<file path="config.mk">
export PLATFORM = sky130hd
export DESIGN_NAME = mon_write_engine
export DESIGN_NICKNAME = d
export VERILOG_FILES = /design/src/mem_bus_pkg.sv /design/src/mon_cmd_pkg.sv /design/src/mon_write_engine.sv
export SDC_FILE = /design/constraint.sdc
export NUM_CORES = 1
export LEC_CHECK = 0
export ABC_AREA = 1
export BUFFER_PORTS_ARGS = -buffer_cell sky130_fd_sc_hd__buf_2
export CORE_ASPECT_RATIO = 1.75
export CORE_UTILIZATION = 55
export CTS_BUF_LIST = sky130_fd_sc_hd__clkbuf_4 sky130_fd_sc_hd__clkbuf_8
export DETAILED_ROUTE_END_ITERATION = 12
export PLACE_DENSITY = 0.8
export SKIP_LAST_GASP = 1
export SLEW_MARGIN = 10
export SYNTH_ARGS = -nofsm -noshare
export SYNTH_HDL_FRONTEND = slang
export SYNTH_SLANG_ARGS = --single-unit
</file>
<file path="constraint.sdc">
create_clock -name clk -period 2.35 [get_ports clk]
set_clock_uncertainty 0.15 [all_clocks]
set_input_delay 0.47 -clock clk [delete_from_list [all_inputs] [get_ports clk]]
set_output_delay 0.47 -clock clk [all_outputs]
set_load 0.01 [all_outputs]
</file>
<file path="src/mem_bus_pkg.sv">
package mem_bus_pkg;

	// one-cycle write request, one word
	typedef struct packed {
		logic        req;
		logic [29:0] word_adr;
		logic [31:0] data;
	} mem_wr_t;

	// one-cycle read request
	typedef struct packed {
		logic        req;
		logic [29:0] word_adr;
	} mem_rd_t;

	// responses back from the RAM
	typedef struct packed {
		// one cycle after a write request
		logic        wr_done;
		// two cycles after a read request
		logic        rd_valid;
		logic [31:0] rd_data;
	} mem_rsp_t;

endpackage

</file>
<file path="src/mon_cmd_pkg.sv">
package mon_cmd_pkg;

	// operation codes carried in the top bits of a command
	typedef enum logic [2:0] {
		SET_WADR   = 3'd0,
		WRITE_DATA = 3'd1,
		SET_RSTART = 3'd2,
		SET_REND   = 3'd3,
		STOP       = 3'd4,
		CLEAR      = 3'd5,
		PRINT_PC   = 3'd6
	} mon_cmd_e;

	// operand seen as a word address
	typedef struct packed {
		logic [29:0] word_adr;
		logic [1:0]  byte_off;
	} mon_adr_t;

	// same operand word, address or raw data depending on the op
	typedef union packed {
		mon_adr_t    adr;
		logic [31:0] data;
	} mon_word_u;

	typedef struct packed {
		mon_cmd_e  op;
		mon_word_u operand;
	} mon_cmd_t;

	// outgoing word to the host link
	typedef struct packed {
		logic [31:0] data;
		// set for a program counter word
		logic        is_pc;
	} mon_snd_t;

endpackage

</file>
<file path="src/mon_write_engine.sv">
module mon_write_engine #(
	parameter int ADR_BITS = 8
) (
	input  logic                   clk,
	input  logic                   rst_n,
	input  logic                   wadr_set,
	input  logic                   wdata_en,
	input  logic                   clear_start,
	input  mon_cmd_pkg::mon_word_u command_word,
	input  logic                   wr_done,
	output mem_bus_pkg::mem_wr_t   mem_wr,
	output logic                   write_busy,
	output logic                   clear_running
);
	logic [29:0]       wadr_cnt;
	logic [ADR_BITS:0] clr_cnt;
	logic              clr_next;
	logic              clr_issue;
	logic              wr_req;
	logic              wr_pend;
	logic [29:0]       wr_adr;
	logic [31:0]       wr_data;

	// next clear word goes out on the ack of the previous one
	assign clr_next = clear_running && wr_done && !clr_cnt[ADR_BITS];
	assign clr_issue = clear_start || clr_next;

	always_ff @(posedge clk or negedge rst_n) begin
		if (!rst_n)
			wadr_cnt <= '0;
		else if (wadr_set)
			wadr_cnt <= command_word.adr.word_adr;
		else if (wdata_en)
			wadr_cnt <= wadr_cnt + 30'd1;
	end

	// top bit of clr_cnt marks all words issued
	always_ff @(posedge clk or negedge rst_n) begin
		if (!rst_n) begin
			clear_running <= 1'b0;
			clr_cnt <= '0;
		end else if (clear_start) begin
			clear_running <= 1'b1;
			clr_cnt <= (ADR_BITS + 1)'(1);
		end else if (clear_running && wr_done) begin
			if (clr_cnt[ADR_BITS])
				clear_running <= 1'b0;
			else
				clr_cnt <= clr_cnt + 1'b1;
		end
	end

	always_ff @(posedge clk or negedge rst_n) begin
		if (!rst_n) begin
			wr_req <= 1'b0;
			wr_pend <= 1'b0;
		end else begin
			wr_req <= wdata_en || clr_issue;
			if (wr_req)
				wr_pend <= 1'b1;
			else if (wr_done)
				wr_pend <= 1'b0;
		end
	end

	always_ff @(posedge clk) begin
		if (clr_issue) begin
			wr_adr <= clear_start ? 30'd0 : 30'(clr_cnt[ADR_BITS-1:0]);
			wr_data <= '0;
		end else if (wdata_en) begin
			wr_adr <= wadr_cnt;
			wr_data <= command_word.data;
		end
	end

	assign write_busy = wr_req || wr_pend;

	always_comb begin
		mem_wr.req = wr_req;
		mem_wr.word_adr = wr_adr;
		mem_wr.data = wr_data;
	end

	a_one_write: assert property (@(posedge clk) disable iff (!rst_n)
		wr_pend |-> !wr_req)
		else $error("write request while a write is pending");

endmodule

</file>
Word-level counts from Yosys, hierarchy flattened

Index checks and enable logic that the tools add are counted.

Reduce and logical (&&, ||, !) cells: 13
Equality and inequality tests: 1
$add $sub $neg: 2
Multiplexer cells: 13

Operators with widths:

| kind                                                            | count |
|---|---|
| 30-bit 2-to-1 mux                                               | 4 |
| 30-bit by 1-bit adder with 30-bit output, second input constant | 1 |
| 9-bit 2-to-1 mux                                                | 3 |
| 2-bit nonzero test                                              | 5 |
| 9-bit by 1-bit adder with 9-bit output, second input constant   | 1 |
| 8-bit 2-to-1 mux                                                | 1 |
| 1-bit 2-to-1 mux                                                | 5 |
| 2-bit AND reduction                                             | 2 |
| 1-bit logical OR                                                | 3 |
| 1-bit logical AND                                               | 2 |
| 2-bit != test, second input constant                            | 1 |
| 1-bit zero test                                                 | 1 |

Bits in registers: 104

Longest topological paths before layout

Word-level depth: 4
Gate-level depth with buffers: 9

Worst setup path after synthesis

OpenSTA, ideal clock, no wires.

Path kind: input port to flip-flop
Start: input wdata_en
End: register wr_adr[0] (enable)
Library setup time: 469 ps
Path slack: 126 ps
Data arrival time: 1,605 ps
Stages: 4
Path through: buf_2 -> inv_1 -> buf_1 -> nand2_1

Longest elaborated chain between the ends: 1

RTL lines:

| element                             | RTL line               | text |
|---|---|---|
| start: declaration                  | mon_write_engine.sv:7  | `input logic wdata_en,` |
| 2-bit nonzero test (no source line) | -                      |  |
| end signal: assignment              | mon_write_engine.sv:68 | `wr_adr <= clear_start ? 30'd0 : 30'(clr_cnt[ADR_BITS-1:0]);` |
| end signal: assignment              | mon_write_engine.sv:71 | `wr_adr <= wadr_cnt;` |
| end: declaration                    | mon_write_engine.sv:21 | `logic [29:0] wr_adr;` |

No other way between the ends.
A chain may end at the register's enable or synchronous reset.

Final worst setup path

Start: register clear_running
End: register wr_data[13]

Longest elaborated chain between the ends: 3

RTL lines:

| element                        | RTL line               | text |
|---|---|---|
| start: declaration             | mon_write_engine.sv:13 | `output logic clear_running` |
| start signal: assignment       | mon_write_engine.sv:40 | `clear_running <= 1'b0;` |
| start signal: assignment       | mon_write_engine.sv:43 | `clear_running <= 1'b1;` |
| start signal: assignment       | mon_write_engine.sv:47 | `clear_running <= 1'b0;` |
| 1-bit logical AND (2 in a row) | mon_write_engine.sv:25 | `assign clr_next = clear_running && wr_done && !clr_cnt[ADR_BITS];` |
| 1-bit logical OR               | mon_write_engine.sv:26 | `assign clr_issue = clear_start \|\| clr_next;` |
| end signal: assignment         | mon_write_engine.sv:72 | `wr_data <= command_word.data;` |
| end: declaration               | mon_write_engine.sv:22 | `logic [31:0] wr_data;` |

No other way between the ends.

==> out/results.ini <==
[run_status]
status=finished clean

[placed_design]
portBuffers=102
placed_area_um2=5500
hpwl_mm=8.49
gp_congestion=0.873

[global_route]
grt_use_met3=0.0532
grt-busiest-layer=met2
track_usage=0.266
grt-ovfl-total=0
grt_max_degree=44
grt_pass1_vias=4125
met1_usage=0.317
gr-usage-met2=0.461
antenna_found_initial=0
grt_pass1_wl_mm=18.9

[cells_and_area]
nets=741
final_common_cell=nand2_1
nFillCells=737
postLayoutCellArea_um2=5730
drive_gt1_frac=0.211
area_delta_synth_final_pct=18.0
mostFrequentLayoutCells=189 x nand2_1, 102 x buf_2, 55 x nor2_1
diodes=0
fin_util=0.665

[synth]
synthMuxAreaShare=0
synth_top_family_by_area=simple AND/OR/NAND/NOR gates
syn-mean-instance-area_um2=8.11
ys_seq_elements=104
ys.warnings.count=0
synth_adder_area_share=0.00515
ys_types=27
syn_nets=639
syn_area_um2=4860
synthXorXnorAreaFrac=0.00721
seq_area_frac_synth=0.534
yosys.area_share.simple=0.286
syn-instance-count=599
synth-compound-area-share=0.105

[floorplanning]
ios=103
coreArea_um2=8610
die_h_um=126
start_util=0.564
design.die.area_um2=9230
die_w_um=73.0
fp-row-count=45

[worst_setup_path]
slowest_delay_ns=0.40
arrival_ns=2.01
cp-start-kind=flip-flop
r2r_slack_ns=0.45
path_class=reg -> reg
critPathSlowestCell=buf_4
end_kind=flip-flop
path_max_fanout=43
crit_chain=nand2_1 > nor2_4 > inv_2 > nand2_2 > buf_4 > buf_4 > a21oi_1
worst_path_most_repeated_cell=buf_4
cp.required_ns=2.46
regToRegStartpoint=clear_running$_DFFE_PN0P_
reg2reg_depth=7
rr_endpoint=wr_data[13]$_SDFFE_PN0P_

[cts]
clock_tree.root_cell=clkbuf_8
cts_sinks=104
h-tree-depth=3
cts_hold_buf=1
clock_latency_ns=0.36
cts.path.max_buffers=2
post_cts_buffers=0
cts_resized=0
numCtsBuffers=9
clk_pin_slew_worst_paths_ns=0.10
cts_tree=done

[power]
power-per-cell-area_nw_per_um2=660
p_sw_w=0.00101
finalPower_w=0.00378
combPwrFrac=0.128
clockPowerShare=0.323
p_int_w=0.00277
swShare=0.266
vdd_ir_drop_max_v=0.000468
leakage_nw=2.69
p_seq_frac=0.549

[sta]
rsz0062_at_grt=false
setup_viol=0
relSlewSlack=0.647
fin_crit_ns=1.90
period_share=0.810
max_freq_ghz=0.525
hold_viol=0
worst_pin_slew_ns=0.529
timing.setup.tns_ns=0
slew_violations=0

[drt]
first_pass_iters=5
vias_per_cell=5.30
wl_per_cell_um=14.1
drc_errors=0
via_count=4359
drt_iter0_drc=367
antenna_left=0
routed_wl_mm=11.6

[hold_path]
hold_depth=2
hp-start=clear_start
hold_path_end=clr_cnt[7]$_DFFE_PN0P_
min-delay-path-class=in -> reg

[job]
drv_cap=0

## cells in the mapped netlist
cell type    n  area share
a21oi_1     40       0.041
ha_1         2      0.0052
nand3_1     50       0.052
nand2_4      1      0.0023
a31oi_1      1      0.0013
nand2_2      7      0.0090
dfrtp_1     42        0.22
inv_2        1     0.00077
nand4_1      6      0.0077
nor2_4       8       0.019
xor2_1       4      0.0072
buf_2       13       0.013
nor2_1      55       0.043
nand2_1    189        0.15
and2_1       1      0.0013
clkbuf_1     5      0.0039
buf_1        3      0.0023
buf_4        1      0.0015
nor2_2       4      0.0052
nor3_1       2      0.0021
dfxtp_1     32        0.13
a22oi_1     20       0.031
edfxtp_1    30        0.19
o211ai_1     1      0.0015
o22ai_1      4      0.0052
inv_1       53       0.041
o21ai_0     24       0.025
## state kept, by name, indices dropped and copies added, names as in the netlist
| name | count |
|---|---|
| wr_data | 32 |
| clr_cnt | 9 |
| wr_req | 1 |
| wr_adr | 30 |
| wr_pend | 1 |
| clear_running | 1 |
| wadr_cnt | 30 |
## layer usage
| layer | vias up | wire length (µm) | part of all wire |
|---|---|---|---|
| met4 | 0 | 260 | 0.022 |
| met3 | 23 | 480 | 0.041 |
| met5 | - | 0 | 0 |
| li1 | 2167 | - | - |
| met1 | 2031 | 4850 | 0.42 |
| met2 | 138 | 6020 | 0.52 |
## through the flow
step / hold slack (ns) / setup slack (ns) / instances
after floorplan: 0.0244 / 0.126 / 599
after global placement: 0.296 / 0.328 / 806
after detailed placement: 0.302 / 0.255 / 806
after CTS: 0.139 / 0.460 / 823
after global routing: 0.153 / 0.298 / 823
final: 0.155 / 0.446 / 823
## layout make-up
| class | count | area, µm² | area share |
|---|---|---|---|
| inverters | 54 | 203 | 0.0354 |
| multi-input cells | 419 | 1960 | 0.342 |
| repair buffers | 113 | 608 | 0.106 |
| clock inverters | 5 | 81.3 | 0.0142 |
| flip-flops and latches | 104 | 2590 | 0.453 |
| well taps | 117 | 146 | 0.0256 |
| clock buffers | 11 | 139 | 0.0242 |
## cells by family after synthesis
family | after synthesis
flip-flops | 104
adder cells (fa/ha/maj) | 2
AO/OA/AOI/OAI | 90
AND/OR/NAND/NOR | 323
XOR/XNOR | 4
buffers and inverters | 76
## worst max-delay path: cells and delay by family (launching register included)
family,cells,cell delay (ns)
buffers and inverters,3,0.79
and+or+nand+nor,3,0.39
AOI/OAI and AO/OA,1,0.07
DFF,1,0.39
## worst max-delay path by stage
stage | startpoint | end | slack, ns | cells after the start
floorplan | wdata_en | wr_adr[0]$_DFFE_PP_ | 0.13 | 4
global placement | wr_done | wr_data[6]$_SDFFE_PN0P_ | 0.33 | 8
detailed placement | wr_done | wr_data[13]$_SDFFE_PN0P_ | 0.25 | 8
CTS | clear_running$_DFFE_PN0P_ | wr_data[13]$_SDFFE_PN0P_ | 0.46 | 7
global route | clear_running$_DFFE_PN0P_ | wr_data[0]$_SDFFE_PN0P_ | 0.30 | 7
finish | clear_running$_DFFE_PN0P_ | wr_data[13]$_SDFFE_PN0P_ | 0.45 | 7
## power by group through the flow
stage | Clock (W) | Sequential [W] | Combinational, W
global placement | 0 | 0.00211 | 0.000465
detailed placement | 0 | 0.00211 | 0.000482
global route | 0.00130 | 0.00209 | 0.000542
finish | 0.00122 | 0.00207 | 0.000483
CTS | 0.00123 | 0.00207 | 0.000486
floorplan | 0 | 0.00212 | 0.000264
Power figures use the tool's default switching activity.
