File: src/mem_bus_pkg.sv
package mem_bus_pkg;

	// one-cycle write request, one word
	typedef struct packed {
		logic        req;
		logic [29:0] word_adr;
		logic [31:0] data;
	} mem_wr_t;

	// one-cycle read request
	typedef struct packed {
		logic        req;
		logic [29:0] word_adr;
	} mem_rd_t;

	// responses back from the RAM
	typedef struct packed {
		// one cycle after a write request
		logic        wr_done;
		// two cycles after a read request
		logic        rd_valid;
		logic [31:0] rd_data;
	} mem_rsp_t;

endpackage

File: src/mon_cmd_pkg.sv
package mon_cmd_pkg;

	// operation codes carried in the top bits of a command
	typedef enum logic [2:0] {
		SET_WADR   = 3'd0,
		WRITE_DATA = 3'd1,
		SET_RSTART = 3'd2,
		SET_REND   = 3'd3,
		STOP       = 3'd4,
		CLEAR      = 3'd5,
		PRINT_PC   = 3'd6
	} mon_cmd_e;

	// operand seen as a word address
	typedef struct packed {
		logic [29:0] word_adr;
		logic [1:0]  byte_off;
	} mon_adr_t;

	// same operand word, address or raw data depending on the op
	typedef union packed {
		mon_adr_t    adr;
		logic [31:0] data;
	} mon_word_u;

	typedef struct packed {
		mon_cmd_e  op;
		mon_word_u operand;
	} mon_cmd_t;

	// outgoing word to the host link
	typedef struct packed {
		logic [31:0] data;
		// set for a program counter word
		logic        is_pc;
	} mon_snd_t;

endpackage

File: src/mon_dump_engine.sv
module mon_dump_engine (
	input  logic                   clk,
	input  logic                   rst_n,
	input  logic                   rstart_set,
	input  logic                   rend_set,
	input  logic                   rd_issue,
	input  mon_cmd_pkg::mon_word_u command_word,
	input  logic                   rd_valid,
	input  logic [31:0]            rd_data,
	output mem_bus_pkg::mem_rd_t   mem_rd,
	output logic                   dump_last,
	output logic [31:0]            rd_data_held
);
	logic [29:0] rd_adr;
	logic [29:0] end_adr;
	logic [29:0] iss_adr;
	logic [29:0] cap_adr;
	logic        rd_req;

	// read address counter
	always_ff @(posedge clk or negedge rst_n) begin
		if (!rst_n)
			rd_adr <= '0;
		else if (rstart_set)
			rd_adr <= command_word.adr.word_adr;
		else if (rd_issue)
			rd_adr <= rd_adr + 30'd1;
	end

	always_ff @(posedge clk or negedge rst_n) begin
		if (!rst_n)
			end_adr <= '0;
		else if (rend_set)
			end_adr <= command_word.adr.word_adr;
	end

	always_ff @(posedge clk or negedge rst_n) begin
		if (!rst_n)
			rd_req <= 1'b0;
		else
			rd_req <= rd_issue;
	end

	// address stays put until the next issue
	always_ff @(posedge clk) begin
		if (rd_issue)
			iss_adr <= rd_adr;
	end

	// keep the word and where it came from for the send stage
	always_ff @(posedge clk) begin
		if (rd_valid) begin
			rd_data_held <= rd_data;
			cap_adr <= iss_adr;
		end
	end

	// an end below the start still sends the first word
	assign dump_last = (cap_adr >= end_adr);

	always_comb begin
		mem_rd.req = rd_req;
		mem_rd.word_adr = iss_adr;
	end

endmodule

File: config.mk
export PLATFORM = sky130hd
export DESIGN_NAME = mon_dump_engine
export DESIGN_NICKNAME = d
export VERILOG_FILES = /design/src/mem_bus_pkg.sv /design/src/mon_cmd_pkg.sv /design/src/mon_dump_engine.sv
export SDC_FILE = /design/constraint.sdc
export NUM_CORES = 1
export LEC_CHECK = 0
export BUFFER_PORTS_ARGS = -buffer_cell sky130_fd_sc_hd__buf_2
export CAP_MARGIN = 40
export CORE_ASPECT_RATIO = 1.2
export CORE_MARGIN = 5
export CORE_UTILIZATION = 40
export CTS_CLUSTER_DIAMETER = 100
export DETAILED_ROUTE_END_ITERATION = 6
export PLACE_DENSITY_LB_ADDON = 0.3
export SYNTH_ARGS = -nofsm -noshare
export SYNTH_HDL_FRONTEND = slang
export SYNTH_SLANG_ARGS = --single-unit
export TNS_END_PERCENT = 50
File: constraint.sdc
create_clock -name clk -period 2.05 [get_ports clk]
set_input_delay 0.1025 -clock clk [delete_from_list [all_inputs] [get_ports clk]]
set_output_delay 0.1025 -clock clk [all_outputs]
set_load 0.03 [all_outputs]
; ---- Word-level counts from Yosys, hierarchy flattened
; Cells that the tools add are included.
[word_totals]
regBits = 153
latch_bits = 0
ram_bits = 0
rom_bits = 0
in_bits = 70
output_inout_bits = 64
wordCells = 11
n_memories = 0
[classes]
add_sub_neg = 1
mul = 0
n_div = 0
n_lt_le_gt_ge = 1
eq_ne = 0
shifts = 0
n_mux = 2
n_bitwise = 0
reduce_logical = 1
[op_table]
columns = cell, count
row1 = $mux 30, 2
row2 = $add 30x1->30 const B, 1
row3 = $ge 30x30->1, 1
row4 = $reduce_bool 2->1, 1

; ---- Logic depth before layout (Yosys ltp)
; Gate-level depths: netlist (run 1).
[depth]
depth_word = 3
depth_mapped = 7
ltp_nobuf = 7

; ---- Worst setup path before layout (run 1)
; No wires, ideal clock.
[synth_path]
path_type = reg2out
startpoint = register end_adr[4]
endpoint = output dump_last
t_arrival_ns = 1.764
t_required_ns = 1.947
setup_slack_ns = 0.183
stages_incl_launch_ff = 8
path_buffers = 0
path_cell_list = dfrtp_1 > inv_1 > ha_1 > a21oi_1 > a21boi_0 > o31a_1 > o311ai_0 > nand4b_1
[synth_between]
elab_chain_len = 1
[synth_rtl]
columns = element, line
row1 = "start, declared", mon_dump_engine.sv:15  ; logic [29:0] end_adr;
row2 = "start signal, assigned", mon_dump_engine.sv:34  ; end_adr <= command_word.adr.word_adr;
row3 = $ge 30x30->1, mon_dump_engine.sv:59  ; assign dump_last = (cap_adr >= end_adr);
row4 = "end, declared", mon_dump_engine.sv:11  ; output logic dump_last,
; Every way passes these cells.

; ---- Worst setup path after layout (run 1)
[layout_path]
startpoint = register end_adr[25]
endpoint = output dump_last
; The elaborated chain is that of the path after synthesis.

==> results of run 1 <==
state kept, by name, indices dropped and copies added (netlist names):
| register | count |
|---|---|
| cap_adr | 30 |
| end_adr | 30 |
| iss_adr | 30 |
| rd_adr | 30 |
| rd_data_held | 32 |
| rd_req | 1 |
tightest hold or removal path, cell delays in order:
cell and delay, ns:
buf_2 0.20, nand2_1 0.08, o21ai_0 0.06
layer usage:
layer | GRT usage [%] | up-vias | share of wire [%]
met4 | 5.81 | 0 | 1.9
met2 | 26.6 | 115 | 50
met1 | 19.9 | 2059 | 42
met3 | 3.77 | 20 | 5.7
li1 | - | 2122 | -
met5 | 0 | - | 0
logic make-up (layout without fill, tap and decap cells):
group / count (synthesis) / in the layout / share of synthesized area, %
flops: 153 / 153 / 68.7
simple gates: 132 / 132 / 10.8
compound gates: 86 / 86 / 7.54
fa+ha+maj: 31 / 31 / 6.21
buf+inv: 47 / 273 / 2.89
xor+xnor: 25 / 25 / 3.51
mux: 2 / 2 / 0.341
metrics by stage:
step           power (mW)  setup WS, ns  instance area [um^2]  hold slack (ns)
2_1_floorplan        4.25         0.183                  6240           -0.193
3_3_place_gp         4.60       -0.0293                  7240           0.0808
3_5_place_dp         4.63       -0.0252                  7240           0.0877
4_1_cts              7.91        -0.366                  8500           0.0629
5_1_grt              8.21        -0.350                  8570           0.0877
6_report             7.87        -0.262                  8570           0.0681
cells in the final DEF (no fill, tap or decap), drive strengths merged, types with 16 or more instances in the layout:
cell type and instances:
buf 145, edfxtp 92, nand2 67, dlygate4sd3 63
o21ai 61, dfrtp 61, inv 35, ha 31
clkbuf 20, xor2 19, nand3 16, nand4 16
what timing repair did:
item	CTS	global route
resized for setup	7	14
hold buffers	63	0
pin swaps	4	6
hold endpoints to repair	109	0
endpoints found under the setup margin	1	4
power groups by stage:
stage / clock network (mW) / logic, mW / registers [mW]
5_1_grt: 3.37 / 1.11 / 3.72
2_1_floorplan: 0 / 0.324 / 3.92
3_5_place_dp: 0 / 0.876 / 3.75
3_3_place_gp: 0 / 0.862 / 3.74
4_1_cts: 3.22 / 0.992 / 3.69
6_report: 3.17 / 1.01 / 3.69
area by class of cell:
class	count	area, um^2
Tap cell	208	260
Clock buffer	20	457
Timing Repair Buffer	208	1440
Sequential cell	153	4290
Clock inverter	12	146
Inverter	33	124
Fill cell	1277	6880
Multi-Input combinational cell	276	1860
cell usage after synthesis (all sizes together), types with 2 or more instances:
| cell | instances |
|---|---|
| xnor2 | 6 |
| nor3 | 2 |
| and2 | 3 |
| edfxtp | 92 |
| nand4 | 16 |
| a21oi | 11 |
| and3 | 7 |
| inv | 33 |
| a31oi | 3 |
| nor4 | 2 |
| dfrtp | 61 |
| xor2 | 19 |
| a21o | 2 |
| a21boi | 2 |
| or3 | 3 |
| nand3 | 16 |
| nand2 | 67 |
| o21ai | 61 |
| clkbuf | 13 |
| nor2 | 12 |
| ha | 31 |
final timing paths:
kind	slack (ns)	startpoint	to	depth (start not counted)
max in group asynchronous	1.17	rst_n	end_adr[5]	3
max reg2reg	0.23	rd_adr[0]	rd_adr[26]	7
min reg2reg	0.44	iss_adr[17]	cap_adr[17]	0
min in group asynchronous	0.18	rst_n	rd_adr[7]	2
min	0.07	rstart_set	rd_adr[0]	3
max	-0.26	end_adr[25]	dump_last	9
==> impl_metrics.json, run 1 <==
{
  "status": "finished with violations",
  "violations": "setup timing",
  "ys_warn_count": 0,
  "yosys_most_used_dff": "edfxtp_1",
  "required_ns": 1.95,
  "cts_sinks": 153,
  "yosys-top-cells-area": "edfxtp_1 (44%), dfrtp_1 (24%), ha_1 (6.2%)",
  "finalMaxSlewViolations": 0,
  "numCtsBuffers": 17,
  "wl_per_cell_um": 15.5,
  "hold_viol": 0,
  "fp.dieArea_um2": 18200,
  "yosys_register_bits": 153,
  "dp_cells": 815,
  "yosysSeqAreaShare_pct": 68.7,
  "final.setup.worst_slack_ns": -0.262,
  "slowest_delay_ns": 0.33,
  "dr.pass1.iters": 4,
  "core_um2": 15500,
  "cts_setup_buffers": 0,
  "portBuffers": 131,
  "dieHeight_um": 147,
  "cts_tree": "done",
  "worstSetupPathType": "flop to output pin",
  "final_nets": 790,
  "drt_first_iter_violations": 265,
  "cp-end-kind": "output pin",
  "drt-total-wl_mm": 14.1,
  "synth_cells": 476,
  "worst_slew_pin_slew_ns": 0.633,
  "syn_avg_cell_area_um2": 13.1,
  "vias": 4316,
  "power_frac_comb_pct": 12.8,
  "antenna_left": 0,
  "cts_buffer_depth": 2,
  "antenna_found_initial": 0,
  "cp_num_buf_inv": 3,
  "crit_slowest_cell": "ha_1",
  "tns_ns": -0.262,
  "gp_congestion": 0.821,
  "fin_skew_ns": 0.00707,
  "grt_pass1_vias": 4373,
  "cap_violations": 0,
  "dp_hpwl_mm": 9.85,
  "seqPwrFrac_pct": 47.0,
  "synth.largest_area_cell": "edfxtp_1",
  "die_w_um": 124,
  "peakVddDrop_mv": 0.514,
  "root_buffer": "clkbuf_16",
  "setup_violations": 1,
  "async_flop_share_pct": 39.9,
  "synth.net_count": 577,
  "grtUsageTotal_pct": 15.9,
  "cp_max_fo": 3,
  "arrival_ns": 2.21,
  "drive_gt1_share_pct": 27.8,
  "finalCritPeriodShare_pct": 113,
  "p_leak_nw": 3.67,
  "swShare_pct": 24.6,
  "netlist_area_um2": 6240,
  "grt_max_degree": 63,
  "startpoint_type": "flop",
  "crit_family": "compound AO/OA/AOI/OAI gates",
  "syn_to_final_growth_pct": 37.3,
  "fin_util_pct": 55.5,
  "vias_per_cell": 4.74,
  "p_sw_mw": 1.93,
  "fp-row-count": 50,
  "yosysUniqueCellTypes": 41,
  "fmax_mhz": 433,
  "drc_errors": 0,
  "grt_pass1_wl_mm": 22.2,
  "max-slew-margin-rel_pct": 57.8,
  "p_clk_share_pct": 40.3,
  "power_density_nw_per_um2": 918,
  "antenna_cells": 0,
  "synth_edf_count": 92,
  "path_cells": "inv_1 > ha_1 > nand2_1 > a2bb2oi_2 > a21oi_1 > o31ai_2 > buf_4 > nand4b_1 > buf_6",
  "clock_latency_ns": 0.41,
  "hold_path.class": "primary input to flop",
  "htreeDepth": 4,
  "gr-total-overflow": 0,
  "rsz0062_at_grt": "true",
  "period_minus_slack_ns": 2.31,
  "intPower_mw": 5.94,
  "synth_top_area_share_pct": 44.3,
  "initial_core_util_pct": 40.4,
  "instances_no_fill": 910,
  "clk_pin_slew_ns": 0.06,
  "io_pins": 134
}
Note: power is estimated with default switching activity, not from simulation.
==> run 2: changes to the inputs <==
Settings changed: ABC_AREA from default to 1, HOLD_SLACK_MARGIN from default to 0.15.
Clock period 2.05 ns to 2.3 ns, I/O delays scaled along.
==> impl_metrics.json, run 2 <==
{
  "numCtsBuffers": 17,
  "worst_slew_pin_slew_ns": 0.529,
  "fin_util_pct": 53.7,
  "r2r_cells": 7,
  "grt_pass1_vias": 5118,
  "drt_first_iter_violations": 265,
  "antenna_found_initial": 0,
  "cp_num_buf_inv": 1,
  "dieHeight_um": 153,
  "period_minus_slack_ns": 2.14,
  "peakVddDrop_mv": 0.499,
  "cts_sinks": 153,
  "vias": 5155,
  "antenna_cells": 0,
  "cp_num_cells": 8,
  "regMostFlops": "rd_data_held",
  "crit-reg2reg-launch": "rd_adr[1]",
  "dr.pass1.iters": 4,
  "synth_top_area_share_pct": 40.4,
  "cts_setup_buffers": 0,
  "cp_max_fo": 2,
  "yosys-top-cells-area": "edfxtp_1 (40%), dfrtp_1 (22%), nand2_1 (9.2%)",
  "wl_per_cell_um": 15.6,
  "vias_per_cell": 4.76,
  "yosys_register_bits": 153,
  "startpoint_type": "flop",
  "synth_common_cells": "nand2_1 (168), edfxtp_1 (92), inv_1 (75)",
  "dp_cells": 987,
  "core_um2": 16900,
  "ys_warn_count": 0,
  "cp-end-kind": "output pin",
  "portBuffers": 131,
  "instances_no_fill": 1084,
  "crit_path_start": "cap_adr[25]",
  "antenna_left": 0,
  "hp-start": "rd_valid",
  "largest_reg_flops": 32,
  "cap_violations": 0,
  "final.setup.worst_slack_ns": 0.157,
  "fmax_mhz": 467,
  "fp-row-count": 52,
  "finalMaxSlewViolations": 0,
  "p_leak_nw": 4.08,
  "syn_to_final_growth_pct": 32.1,
  "yosys.cell_count.top_type": "nand2_1",
  "yosysSeqAreaShare_pct": 62.7,
  "max-slew-margin-rel_pct": 64.8,
  "final_nets": 956,
  "drt-total-wl_mm": 16.9,
  "status": "finished clean",
  "finalCritPeriodShare_pct": 93.2,
  "grt_max_degree": 33,
  "grt_pass1_wl_mm": 26.7,
  "drive_gt1_share_pct": 24.1,
  "r2r-end": "rd_adr[14]",
  "crit_family": "compound AO/OA/AOI/OAI gates",
  "arrival_ns": 2.03,
  "cpMostUsedCell": "nand2_1",
  "whs_endpoint": "cap_adr[7]",
  "async_flop_share_pct": 39.9,
  "gp_congestion": 0.892,
  "clock_latency_ns": 0.42,
  "worstSetupPathType": "flop to output pin",
  "fp.dieArea_um2": 19800,
  "rrSetupSlack_ns": 0.75,
  "io_pins": 134,
  "synth_edf_count": 92,
  "dp_hpwl_mm": 12.5,
  "synth.largest_area_cell": "edfxtp_1",
  "required_ns": 2.18,
  "holdPathStages": 1,
  "path_cells": "ha_1 > a21oi_1 > nand2_1 > nand2_1 > nand2_1 > a21oi_1 > nand3_1 > buf_2",
  "grtUsageTotal_pct": 17.4,
  "tns_ns": 0,
  "hold_viol": 0,
  "synth.net_count": 745,
  "htreeDepth": 4,
  "crit_slowest_cell": "edfxtp_1",
  "yosys_most_used_dff": "edfxtp_1",
  "clk_pin_slew_ns": 0.07,
  "gr-total-overflow": 0,
  "fin_skew_ns": 0.0103,
  "syn_avg_cell_area_um2": 10.6,
  "slowest_delay_ns": 0.38,
  "drc_errors": 0,
  "preCtsSetupSlack_ns": 0.472,
  "cts_buffer_depth": 2,
  "die_w_um": 129,
  "power_density_nw_per_um2": 780,
  "setup_violations": 0,
  "final_common_cell": "nand2_1",
  "netlist_area_um2": 6840,
  "yosysUniqueCellTypes": 31,
  "root_buffer": "clkbuf_16",
  "synth_cells": 644,
  "final_cell_mix": "nand2_1 (168), buf_2 (131), edfxtp_1 (92)",
  "hold_path.class": "primary input to flop",
  "cts_tree": "done",
  "initial_core_util_pct": 40.6,
  "rsz0062_at_grt": "false"
}
==> run 2: metrics by stage <==
step	area (um^2)	total power [mW]	hold slack [ns]
finish	9040	7.05	0.205
global route	9040	7.37	0.205
CTS	9030	7.12	0.199
detailed placement	7810	4.32	0.181
global placement	7810	4.30	0.175
floorplan	6840	3.93	-0.181
==> run 2: per-layer routing <==
layer	GRT usage (%)	vias to the layer above	share of wire, %
li1	-	2560	-
met1	20.5	2446	40
met2	31.0	117	52
met3	3.42	32	4.8
met4	6.34	0	2.4
met5	0	-	0
==> run 2: logic make-up after synthesis <==
logic type	share of synthesized area, %
fa+ha+maj	5.67
flops	62.7
compound gates	6.53
buf+inv	5.41
mux	0.165
xor+xnor	1.66
simple gates	17.9
==> run 2: report_power, final <==
group          internal (mW)  total, mW  switching, mW
combinational          0.373       1.02          0.648
clock                   1.55       2.70           1.15
sequential              3.18       3.33          0.150
total                   5.11       7.05           1.94
==> run 2: cell type report <==
type,instances,area [um^2]
Clock inverter,13,120
Clock buffer,19,453
Tap cell,216,270
Timing Repair Buffer,207,1410
Multi-Input combinational cell,395,2190
Inverter,81,304
Fill cell,1486,7810
Sequential cell,153,4290
==> run 2: worst max path at each step <==
stage	endpoint	slack [ns]
after floorplan	dump_last	0.85
final	dump_last	0.16
after detailed placement	dump_last	0.47
after CTS	dump_last	0.01
after global routing	dump_last	0.05
after global placement	dump_last	0.47
==> run 2: repair_timing <==
action	in CTS	in global routing
endpoints found under the setup margin	0	1
hold buffers	65	0
hold endpoints to repair	162	0
resized for setup	0	2
