$ cat src/mon_cmd_pkg.sv
package mon_cmd_pkg;

	// operation codes carried in the top bits of a command
	typedef enum logic [2:0] {
		SET_WADR   = 3'd0,
		WRITE_DATA = 3'd1,
		SET_RSTART = 3'd2,
		SET_REND   = 3'd3,
		STOP       = 3'd4,
		CLEAR      = 3'd5,
		PRINT_PC   = 3'd6
	} mon_cmd_e;

	// operand seen as a word address
	typedef struct packed {
		logic [29:0] word_adr;
		logic [1:0]  byte_off;
	} mon_adr_t;

	// same operand word, address or raw data depending on the op
	typedef union packed {
		mon_adr_t    adr;
		logic [31:0] data;
	} mon_word_u;

	typedef struct packed {
		mon_cmd_e  op;
		mon_word_u operand;
	} mon_cmd_t;

	// outgoing word to the host link
	typedef struct packed {
		logic [31:0] data;
		// set for a program counter word
		logic        is_pc;
	} mon_snd_t;

endpackage

$ cat src/mon_ctrl.sv
module mon_ctrl (
	input  logic                   clk,
	input  logic                   rst_n,
	input  mon_cmd_pkg::mon_cmd_t  cmd,
	input  logic                   cmd_valid,
	input  logic                   snd_ready,
	input  logic [31:0]            pc_data,
	input  logic                   write_busy,
	input  logic                   clear_running,
	input  logic                   dump_last,
	input  logic                   rd_valid,
	input  logic [31:0]            rd_data_held,
	output logic                   cmd_ready,
	output logic                   wadr_set,
	output logic                   wdata_en,
	output logic                   clear_start,
	output logic                   rstart_set,
	output logic                   rend_set,
	output logic                   rd_issue,
	output mon_cmd_pkg::mon_word_u command_word,
	output mon_cmd_pkg::mon_snd_t  snd,
	output logic                   snd_valid,
	output logic                   dump_running
);
	import mon_cmd_pkg::*;

	typedef enum logic [1:0] {
		IDLE,
		RD_WAIT,
		SEND,
		PC_SEND
	} state_e;

	state_e      state;
	state_e      state_nxt;
	logic        cmd_acc;
	logic        stop_acc;
	logic        busy;
	logic        rd_inflight;
	logic [31:0] pc_held;

	assign dump_running = (state == RD_WAIT) || (state == SEND);
	assign snd_valid = (state == SEND) || (state == PC_SEND);

	// a read left over from a stopped dump also holds off new commands
	assign busy = write_busy || clear_running || rd_inflight || (state != IDLE);
	assign cmd_ready = !busy || (dump_running && (cmd.op == STOP));

	assign cmd_acc = cmd_valid && cmd_ready;
	assign stop_acc = cmd_acc && (cmd.op == STOP);

	// one-cycle strobes on acceptance
	assign wadr_set = cmd_acc && (cmd.op == SET_WADR);
	assign wdata_en = cmd_acc && (cmd.op == WRITE_DATA);
	assign clear_start = cmd_acc && (cmd.op == CLEAR);
	assign rstart_set = cmd_acc && (cmd.op == SET_RSTART);
	assign rend_set = cmd_acc && (cmd.op == SET_REND);
	assign command_word = cmd.operand;

	// end address doubles as dump start; next word once current one is taken
	assign rd_issue = rend_set ||
		((state == SEND) && snd_ready && !dump_last && !stop_acc);

	always_comb begin
		state_nxt = state;
		case (state)
			IDLE: begin
				if (rend_set)
					state_nxt = RD_WAIT;
				else if (cmd_acc && (cmd.op == PRINT_PC))
					state_nxt = PC_SEND;
			end
			RD_WAIT: begin
				if (stop_acc)
					state_nxt = IDLE;
				else if (rd_valid)
					state_nxt = SEND;
			end
			SEND: begin
				if (stop_acc)
					state_nxt = IDLE;
				else if (snd_ready)
					state_nxt = dump_last ? IDLE : RD_WAIT;
			end
			PC_SEND: begin
				if (snd_ready)
					state_nxt = IDLE;
			end
			default: state_nxt = IDLE;
		endcase
	end

	always_ff @(posedge clk or negedge rst_n) begin
		if (!rst_n) begin
			state <= IDLE;
			rd_inflight <= 1'b0;
		end else begin
			state <= state_nxt;
			if (rd_issue)
				rd_inflight <= 1'b1;
			else if (rd_valid)
				rd_inflight <= 1'b0;
		end
	end

	// pc sampled when the print is accepted
	always_ff @(posedge clk) begin
		if (cmd_acc && (cmd.op == PRINT_PC))
			pc_held <= pc_data;
	end

	always_comb begin
		snd.data = (state == PC_SEND) ? pc_held : rd_data_held;
		snd.is_pc = (state == PC_SEND);
	end

	// offered word must not change until taken, unless the dump is stopped
	a_snd_stable: assert property (@(posedge clk) disable iff (!rst_n)
		snd_valid && !snd_ready && !stop_acc |=> snd_valid && $stable(snd))
		else $error("snd changed under back-pressure");

	// engines and memory must be idle whenever a command strobe goes out
	a_no_strobe_busy: assert property (@(posedge clk) disable iff (!rst_n)
		(write_busy || clear_running || rd_inflight) |->
		!(wadr_set || wdata_en || clear_start || rstart_set || rend_set || rd_issue))
		else $error("command strobe while busy");

endmodule

$ cat config.mk
export PLATFORM = sky130hd
export DESIGN_NAME = mon_ctrl
export DESIGN_NICKNAME = d
export VERILOG_FILES = /design/src/mon_cmd_pkg.sv /design/src/mon_ctrl.sv
export SDC_FILE = /design/constraint.sdc
export NUM_CORES = 1
export LEC_CHECK = 0
export BUFFER_PORTS_ARGS = -buffer_cell sky130_fd_sc_hd__buf_2
export CELL_PAD_IN_SITES_DETAIL_PLACEMENT = 0
export CELL_PAD_IN_SITES_GLOBAL_PLACEMENT = 2
export CORE_ASPECT_RATIO = 1.2
export CORE_MARGIN = 2
export CORE_UTILIZATION = 22
export CTS_CLUSTER_DIAMETER = 200
export DETAILED_ROUTE_END_ITERATION = 8
export GPL_TIMING_DRIVEN = 0
export HOLD_SLACK_MARGIN = 0.15
export PLACE_DENSITY = 0.88
export SLEW_MARGIN = 20
export SYNTH_ARGS = -nofsm -noshare
export SYNTH_HDL_FRONTEND = slang
export SYNTH_SLANG_ARGS = --single-unit
$ cat constraint.sdc
create_clock -name clk -period 13.9 [get_ports clk]
set_clock_uncertainty 0.1 [all_clocks]
set_input_delay 0.695 -clock clk [delete_from_list [all_inputs] [get_ports clk]]
set_output_delay 0.695 -clock clk [all_outputs]
set_load 0.005 [all_outputs]
# Yosys cells after proc, flatten, opt, wreduce, memory -nomap -nowiden
# Cells that the tools add are included.
# Widths: inputs -> output; s select.
# word_totals
regBits,35
input_bits,107
out_inout_bits,74
elab_cells,55
# classes
eq_ne,13
n_mux,12
n_reduce_logical,27
# ops
op,count
$mux 32,1
$mux 2,7
$logic_and 1x1->1,12
$eq 3x3->1 const B,3
$ne 3x3->1 const B,3
$pmux 2 s4,1
$logic_or 1x1->1,7
$eq 3x2->1 const B,2
$eq 2x2->1 const B,2
$reduce_and 4->1,1
$reduce_bool 2->1,2
$eq 3x1->1 const B,1
$logic_not 1->1,3
$logic_not 3->1,1
$mux 1,3
$eq 2x1->1 const B,1
$logic_not 2->1,1
$ne 2x2->1 const B,1

# Longest topological paths before layout
# depth
word_depth,11
ltp_mapped,6
ltp_nobuf,6

# Least setup slack after synthesis
# Ideal clock, no wire load.
# synth_timing
kind,input-to-reg
from,in clear_running
to,"reg pc_held[0], enable pin"
setup_ps,503
t_arrival_ps,4447
required_ps,13297
slack_ps,8851
cell_stages,3
n_path_buf,0
path_cell_list,nor4b_2 nand2_1 nor4bb_1
# synth_between
elab_chain_len,7
# synth_lines
item,line,rtl
from (decl),mon_ctrl.sv:9,"input logic clear_running,"
$logic_or 1x1->1 (3 in a row),mon_ctrl.sv:46,assign busy = write_busy || clear_running || rd_inflight || (state != IDLE);
$logic_not 1->1,mon_ctrl.sv:47,assign cmd_ready = !busy || (dump_running && (cmd.op == STOP));
$logic_or 1x1->1,mon_ctrl.sv:47,
$logic_and 1x1->1,mon_ctrl.sv:49,assign cmd_acc = cmd_valid && cmd_ready;
$logic_and 1x1->1,mon_ctrl.sv:108,if (cmd_acc && (cmd.op == PRINT_PC))
to (signal assigned),mon_ctrl.sv:109,pc_held <= pc_data;
to (decl),mon_ctrl.sv:40,logic [31:0] pc_held;
# No other way between the ends.
# A chain may end at the register's enable or synchronous reset.

# Worst setup path in the final report
# layout_timing
from,reg state[1]
to,out wdata_en
# layout_between
elab_chain_len,6
elab_cells_between_ends,10
classes_between,eq/ne: 2; reduce/logical: 8
# layout_lines
item,line,rtl
from (decl),mon_ctrl.sv:34,state_e state;
from (signal assigned),mon_ctrl.sv:98,state <= state_nxt;
"$eq 2x1->1, or another cell as far along",mon_ctrl.sv:42,assign dump_running = (state == RD_WAIT) || (state == SEND);
$logic_or 1x1->1 (on tied branches),"mon_ctrl.sv:42, mon_ctrl.sv:46",
$logic_and 1x1->1 or $logic_not 1->1 (tied branches),mon_ctrl.sv:47,
$logic_or 1x1->1 *,mon_ctrl.sv:47,
$logic_and 1x1->1 *,mon_ctrl.sv:49,
$logic_and 1x1->1 *,mon_ctrl.sv:54,assign wdata_en = cmd_acc && (cmd.op == WRITE_DATA);
to (decl),mon_ctrl.sv:15,"output logic wdata_en,"
# Every way passes the cells marked *; elsewhere a longest branch is shown, timed or not.

==> impl_metrics.prom <==
# TYPE chip_impl_metric gauge
chip_impl_metric{name="post_route_core_utilization",unit="%"} 34.3
chip_impl_info{name="cts_tree",value="done"} 1
chip_impl_metric{name="drt-wirelength-per-cell",unit="um"} 12.0
chip_impl_metric{name="totalNegativeSetupSlack",unit="ns"} 0
chip_impl_info{name="cp_cell_sequence",value="inv_1, ha_1, nor4b_2, nand2_1, nor4b_1, buf_2"} 1
chip_impl_info{name="critPathLaunchType",value="register"} 1
chip_impl_metric{name="reg2reg_depth",unit=""} 7
chip_impl_metric{name="drt_pre_antenna_iters",unit=""} 4
chip_impl_metric{name="max_root_sink_buffers",unit=""} 2
chip_impl_metric{name="hold_path_depth",unit=""} 1
chip_impl_metric{name="rrSetupSlack",unit="ns"} 10.93
chip_impl_metric{name="syn2layout_area_growth",unit="%"} 51.9
chip_impl_metric{name="pin_count",unit=""} 181
chip_impl_metric{name="tightestPinTransition",unit="ns"} 0.723
chip_impl_metric{name="groute.usage.overall",unit="%"} 9.89
chip_impl_metric{name="core",unit="sq um"} 8990
chip_impl_metric{name="avg_vias_per_cell",unit=""} 3.89
chip_impl_metric{name="post-route-worst-setup-slack",unit="ns"} 10.90
chip_impl_metric{name="layout.cells.non_filler",unit=""} 428
chip_impl_metric{name="setup_viol",unit=""} 0
chip_impl_metric{name="synth_cell_types",unit=""} 35
chip_impl_metric{name="htreeDepth",unit=""} 2
chip_impl_info{name="path_class",value="reg -> out"} 1
chip_impl_metric{name="die_footprint",unit="sq um"} 10000
chip_impl_metric{name="max-vdd-ir-drop",unit="mV"} 0.0825
chip_impl_metric{name="final_antenna_net_count",unit=""} 0
chip_impl_info{name="hold_path.class",value="reg -> reg"} 1
chip_impl_metric{name="drtIter0Drc",unit=""} 32
chip_impl_metric{name="cts.repair_timing.setup_buffer_count",unit=""} 0
chip_impl_metric{name="fin_worst_hold_slack",unit="ns"} 0.449
chip_impl_info{name="critical-path-slowest-cell",value="sky130_fd_sc_hd__nor4b_2"} 1
chip_impl_metric{name="crit_buf_inv",unit=""} 2
chip_impl_info{name="cp_delay_by_family_top",value="simple AND/OR/NAND/NOR gates"} 1
chip_impl_metric{name="die_width",unit="um"} 91.7
chip_impl_metric{name="clock_latency_late_sink",unit="ns"} 0.28
chip_impl_info{name="worstReg2RegStart",value="state[1]"} 1
chip_impl_metric{name="postRouteWirelength",unit="um"} 5120
chip_impl_metric{name="numClockSinks",unit=""} 35
chip_impl_metric{name="maxClockFrequency",unit="GHz"} 0.333
chip_impl_metric{name="max_cap_viol_count",unit=""} 0
chip_impl_metric{name="critical_path_required",unit="ns"} 13.11
chip_impl_metric{name="vias",unit=""} 1665
chip_impl_metric{name="finalNetCount",unit=""} 418
chip_impl_info{name="hold-path-endpoint",value="rd_inflight"} 1
chip_impl_info{name="clock-root-buffer",value="sky130_fd_sc_hd__clkbuf_8"} 1
chip_impl_info{name="critPathCaptureType",value="output port"} 1
chip_impl_metric{name="powerDensity",unit="nW/um^2"} 123
chip_impl_metric{name="syn_avg_cell_area",unit="sq um"} 13.6
chip_impl_info{name="rr_endpoint",value="pc_held[6]"} 1
chip_impl_metric{name="post_route_cells_drive_above_1_share",unit="%"} 75.2
chip_impl_metric{name="portion_of_the_clock_cycle_consumed_by_the_worst_path_in_the_final_layout",unit="%"} 21.6
chip_impl_metric{name="worst_case_headroom_to_the_max_slew_limit",unit="%"} 51.7
chip_impl_metric{name="critical_path_peak_fanout",unit=""} 5
chip_impl_metric{name="gr-total-overflow",unit=""} 0
chip_impl_metric{name="layout.cell_area.non_filler",unit="sq um"} 3080
chip_impl_metric{name="die_h",unit="um"} 109
chip_impl_metric{name="finalPower",unit="mW"} 0.379
chip_impl_metric{name="mappedNetlistNets",unit=""} 261
chip_impl_metric{name="ys_ff_latch",unit=""} 35
chip_impl_metric{name="placed_cells_incl_taps",unit=""} 418
chip_impl_info{name="run_status",value="finished clean"} 1
chip_impl_metric{name="first_global_vias",unit=""} 1653
chip_impl_metric{name="dpl_cell_area",unit="sq um"} 2950
chip_impl_metric{name="numCtsBuffers",unit=""} 5
chip_impl_metric{name="drv_slew",unit=""} 0
chip_impl_metric{name="slowest_delay",unit="ns"} 0.42
chip_impl_info{name="setup_repair_after_global_routing_missed_its_margin",value="false"} 1
chip_impl_metric{name="layout_min_cycle_time",unit="ns"} 3.00
chip_impl_metric{name="static-leakage-power",unit="nW"} 1.45
chip_impl_metric{name="placement.io_buffers",unit=""} 146
chip_impl_metric{name="crit_arrival",unit="ns"} 2.21
chip_impl_metric{name="place_worst_setup_slack",unit="ns"} 10.70
chip_impl_metric{name="row_count",unit=""} 38
chip_impl_metric{name="place.gp.congestion",unit=""} 0.728
chip_impl_metric{name="initial_antenna_violation_count",unit=""} 2
chip_impl_metric{name="finalHoldViolations",unit=""} 0
chip_impl_metric{name="grt_start_max_net_pins",unit=""} 14
chip_impl_info{name="worst_hold_startpoint",value="rd_inflight"} 1
chip_impl_metric{name="grt_pass1_wl",unit="um"} 7670
chip_impl_metric{name="seq_area_frac_synth",unit="%"} 51.1
chip_impl_metric{name="netlist_area",unit="sq um"} 2030
chip_impl_metric{name="start_util",unit="%"} 22.6
chip_impl_metric{name="post_synth_inst_count",unit=""} 149
chip_impl_metric{name="post-dp-hpwl",unit="um"} 4340
chip_impl_metric{name="post_cts_resize_count",unit=""} 0
chip_impl_metric{name="clkTransAtPathRegs",unit="ns"} 0.07
chip_impl_metric{name="route.detailed.drc",unit=""} 0
chip_impl_metric{name="ys.warnings.count",unit=""} 0
## synth_stat cells (all sizes together)
cell / number / area, sq um
nor4b: 3 / 32.5
and4bb: 1 / 12.5
buf: 33 / 251
dfrtp: 3 / 75.1
a21o: 1 / 7.51
a311oi: 1 / 15.0
o32ai: 1 / 8.76
nand4bb: 1 / 11.3
or3b: 1 / 8.76
ha: 5 / 62.6
or4b: 1 / 13.8
nor4: 2 / 18.8
nor4bb: 1 / 10.0
a21oi: 1 / 5.00
o211ai: 1 / 7.51
o21ai: 1 / 5.00
or2: 1 / 6.26
inv: 9 / 33.8
a31oi: 1 / 6.26
o41a: 1 / 11.3
mux2: 32 / 360
edfxtp: 32 / 961
nor2b: 1 / 6.26
a41oi: 1 / 8.76
xor2: 1 / 8.76
nand3b: 1 / 7.51
mux2i: 2 / 20.0
nand2: 3 / 11.3
clkbuf: 5 / 28.8
a31o: 1 / 8.76
nor2: 1 / 3.75
## power breakdown
part,internal [mW],switching [mW],total (mW),leakage (nW)
clock network,0.0540,0.0399,0.0940,0.0548
registers,0.120,0.00357,0.123,0.325
logic,0.0909,0.0710,0.162,1.07
total,0.265,0.114,0.379,1.45
## registers in the layout (all words and copies together), names as in the netlist
signal / flops
pc_held: 32
rd_inflight: 1
state: 2
## cell families after synthesis
family	after synthesis	synth area share, %
XOR/XNOR	1	0.432
flip-flops	35	51.1
AO/OA/AOI/OAI	10	4.13
buffers and inverters	47	15.5
AND/OR/NAND/NOR	17	7.03
multiplexers	34	18.8
adder cells (fa/ha/maj)	5	3.08
## area by class of cell
type                       instances  area [sq um]
multi-input combinational         67           693
timing repair buffer             150           771
clock buffer                       5          68.8
clock inverter                     3          46.3
buffer                            38           280
sequential                        35          1040
fill                             914          5900
tap                              120           150
inverter                           9          33.8
antenna                            1          2.50
## layer usage
metal / track usage (%) / vias to the layer above / wire length [um]
li1: - / 827 / -
met1: 9.80 / 728 / 1810
met2: 18.6 / 105 / 2620
met3: 3.73 / 5 / 613
met4: 3.90 / 0 / 73
met5: 0 / - / 0
## worst max path at each step
stage / cells past startpoint / endpoint / start / slack (ns)
finish: 6 / wdata_en / state[1] / 10.90
global route: 7 / pc_held[6] / state[0] / 10.60
CTS: 7 / pc_held[6] / state[0] / 10.83
detailed placement: 6 / pc_held[22] / clear_running / 10.70
global placement: 4 / pc_held[22] / clear_running / 7.04
floorplan: 3 / pc_held[0] / clear_running / 8.85
## cell usage in the layout (no fill, tap or decap), types with 2 or more instances in the layout
| master | netlist | layout |
|---|---|---|
| sky130_fd_sc_hd__clkbuf_8 | 1 | 6 |
| sky130_fd_sc_hd__dfrtp_1 | 3 | 3 |
| sky130_fd_sc_hd__buf_2 | 0 | 146 |
| sky130_fd_sc_hd__clkbuf_1 | 4 | 4 |
| sky130_fd_sc_hd__inv_1 | 9 | 9 |
| sky130_fd_sc_hd__buf_4 | 32 | 33 |
| sky130_fd_sc_hd__ha_1 | 5 | 5 |
| sky130_fd_sc_hd__mux2i_1 | 2 | 2 |
| sky130_fd_sc_hd__buf_6 | 1 | 3 |
| sky130_fd_sc_hd__edfxtp_1 | 32 | 32 |
| sky130_fd_sc_hd__mux2_2 | 32 | 32 |
| sky130_fd_sc_hd__nor4b_1 | 2 | 2 |
| sky130_fd_sc_hd__nand2_1 | 3 | 3 |
## repair_timing
| item | 4_1_cts | 5_1_grt |
|---|---|---|
| hold buffers | 1 | 0 |
| endpoints found under the setup margin | 0 | 0 |
| hold endpoints to repair | 3 | 0 |
Power figures use the tool's default switching activity.
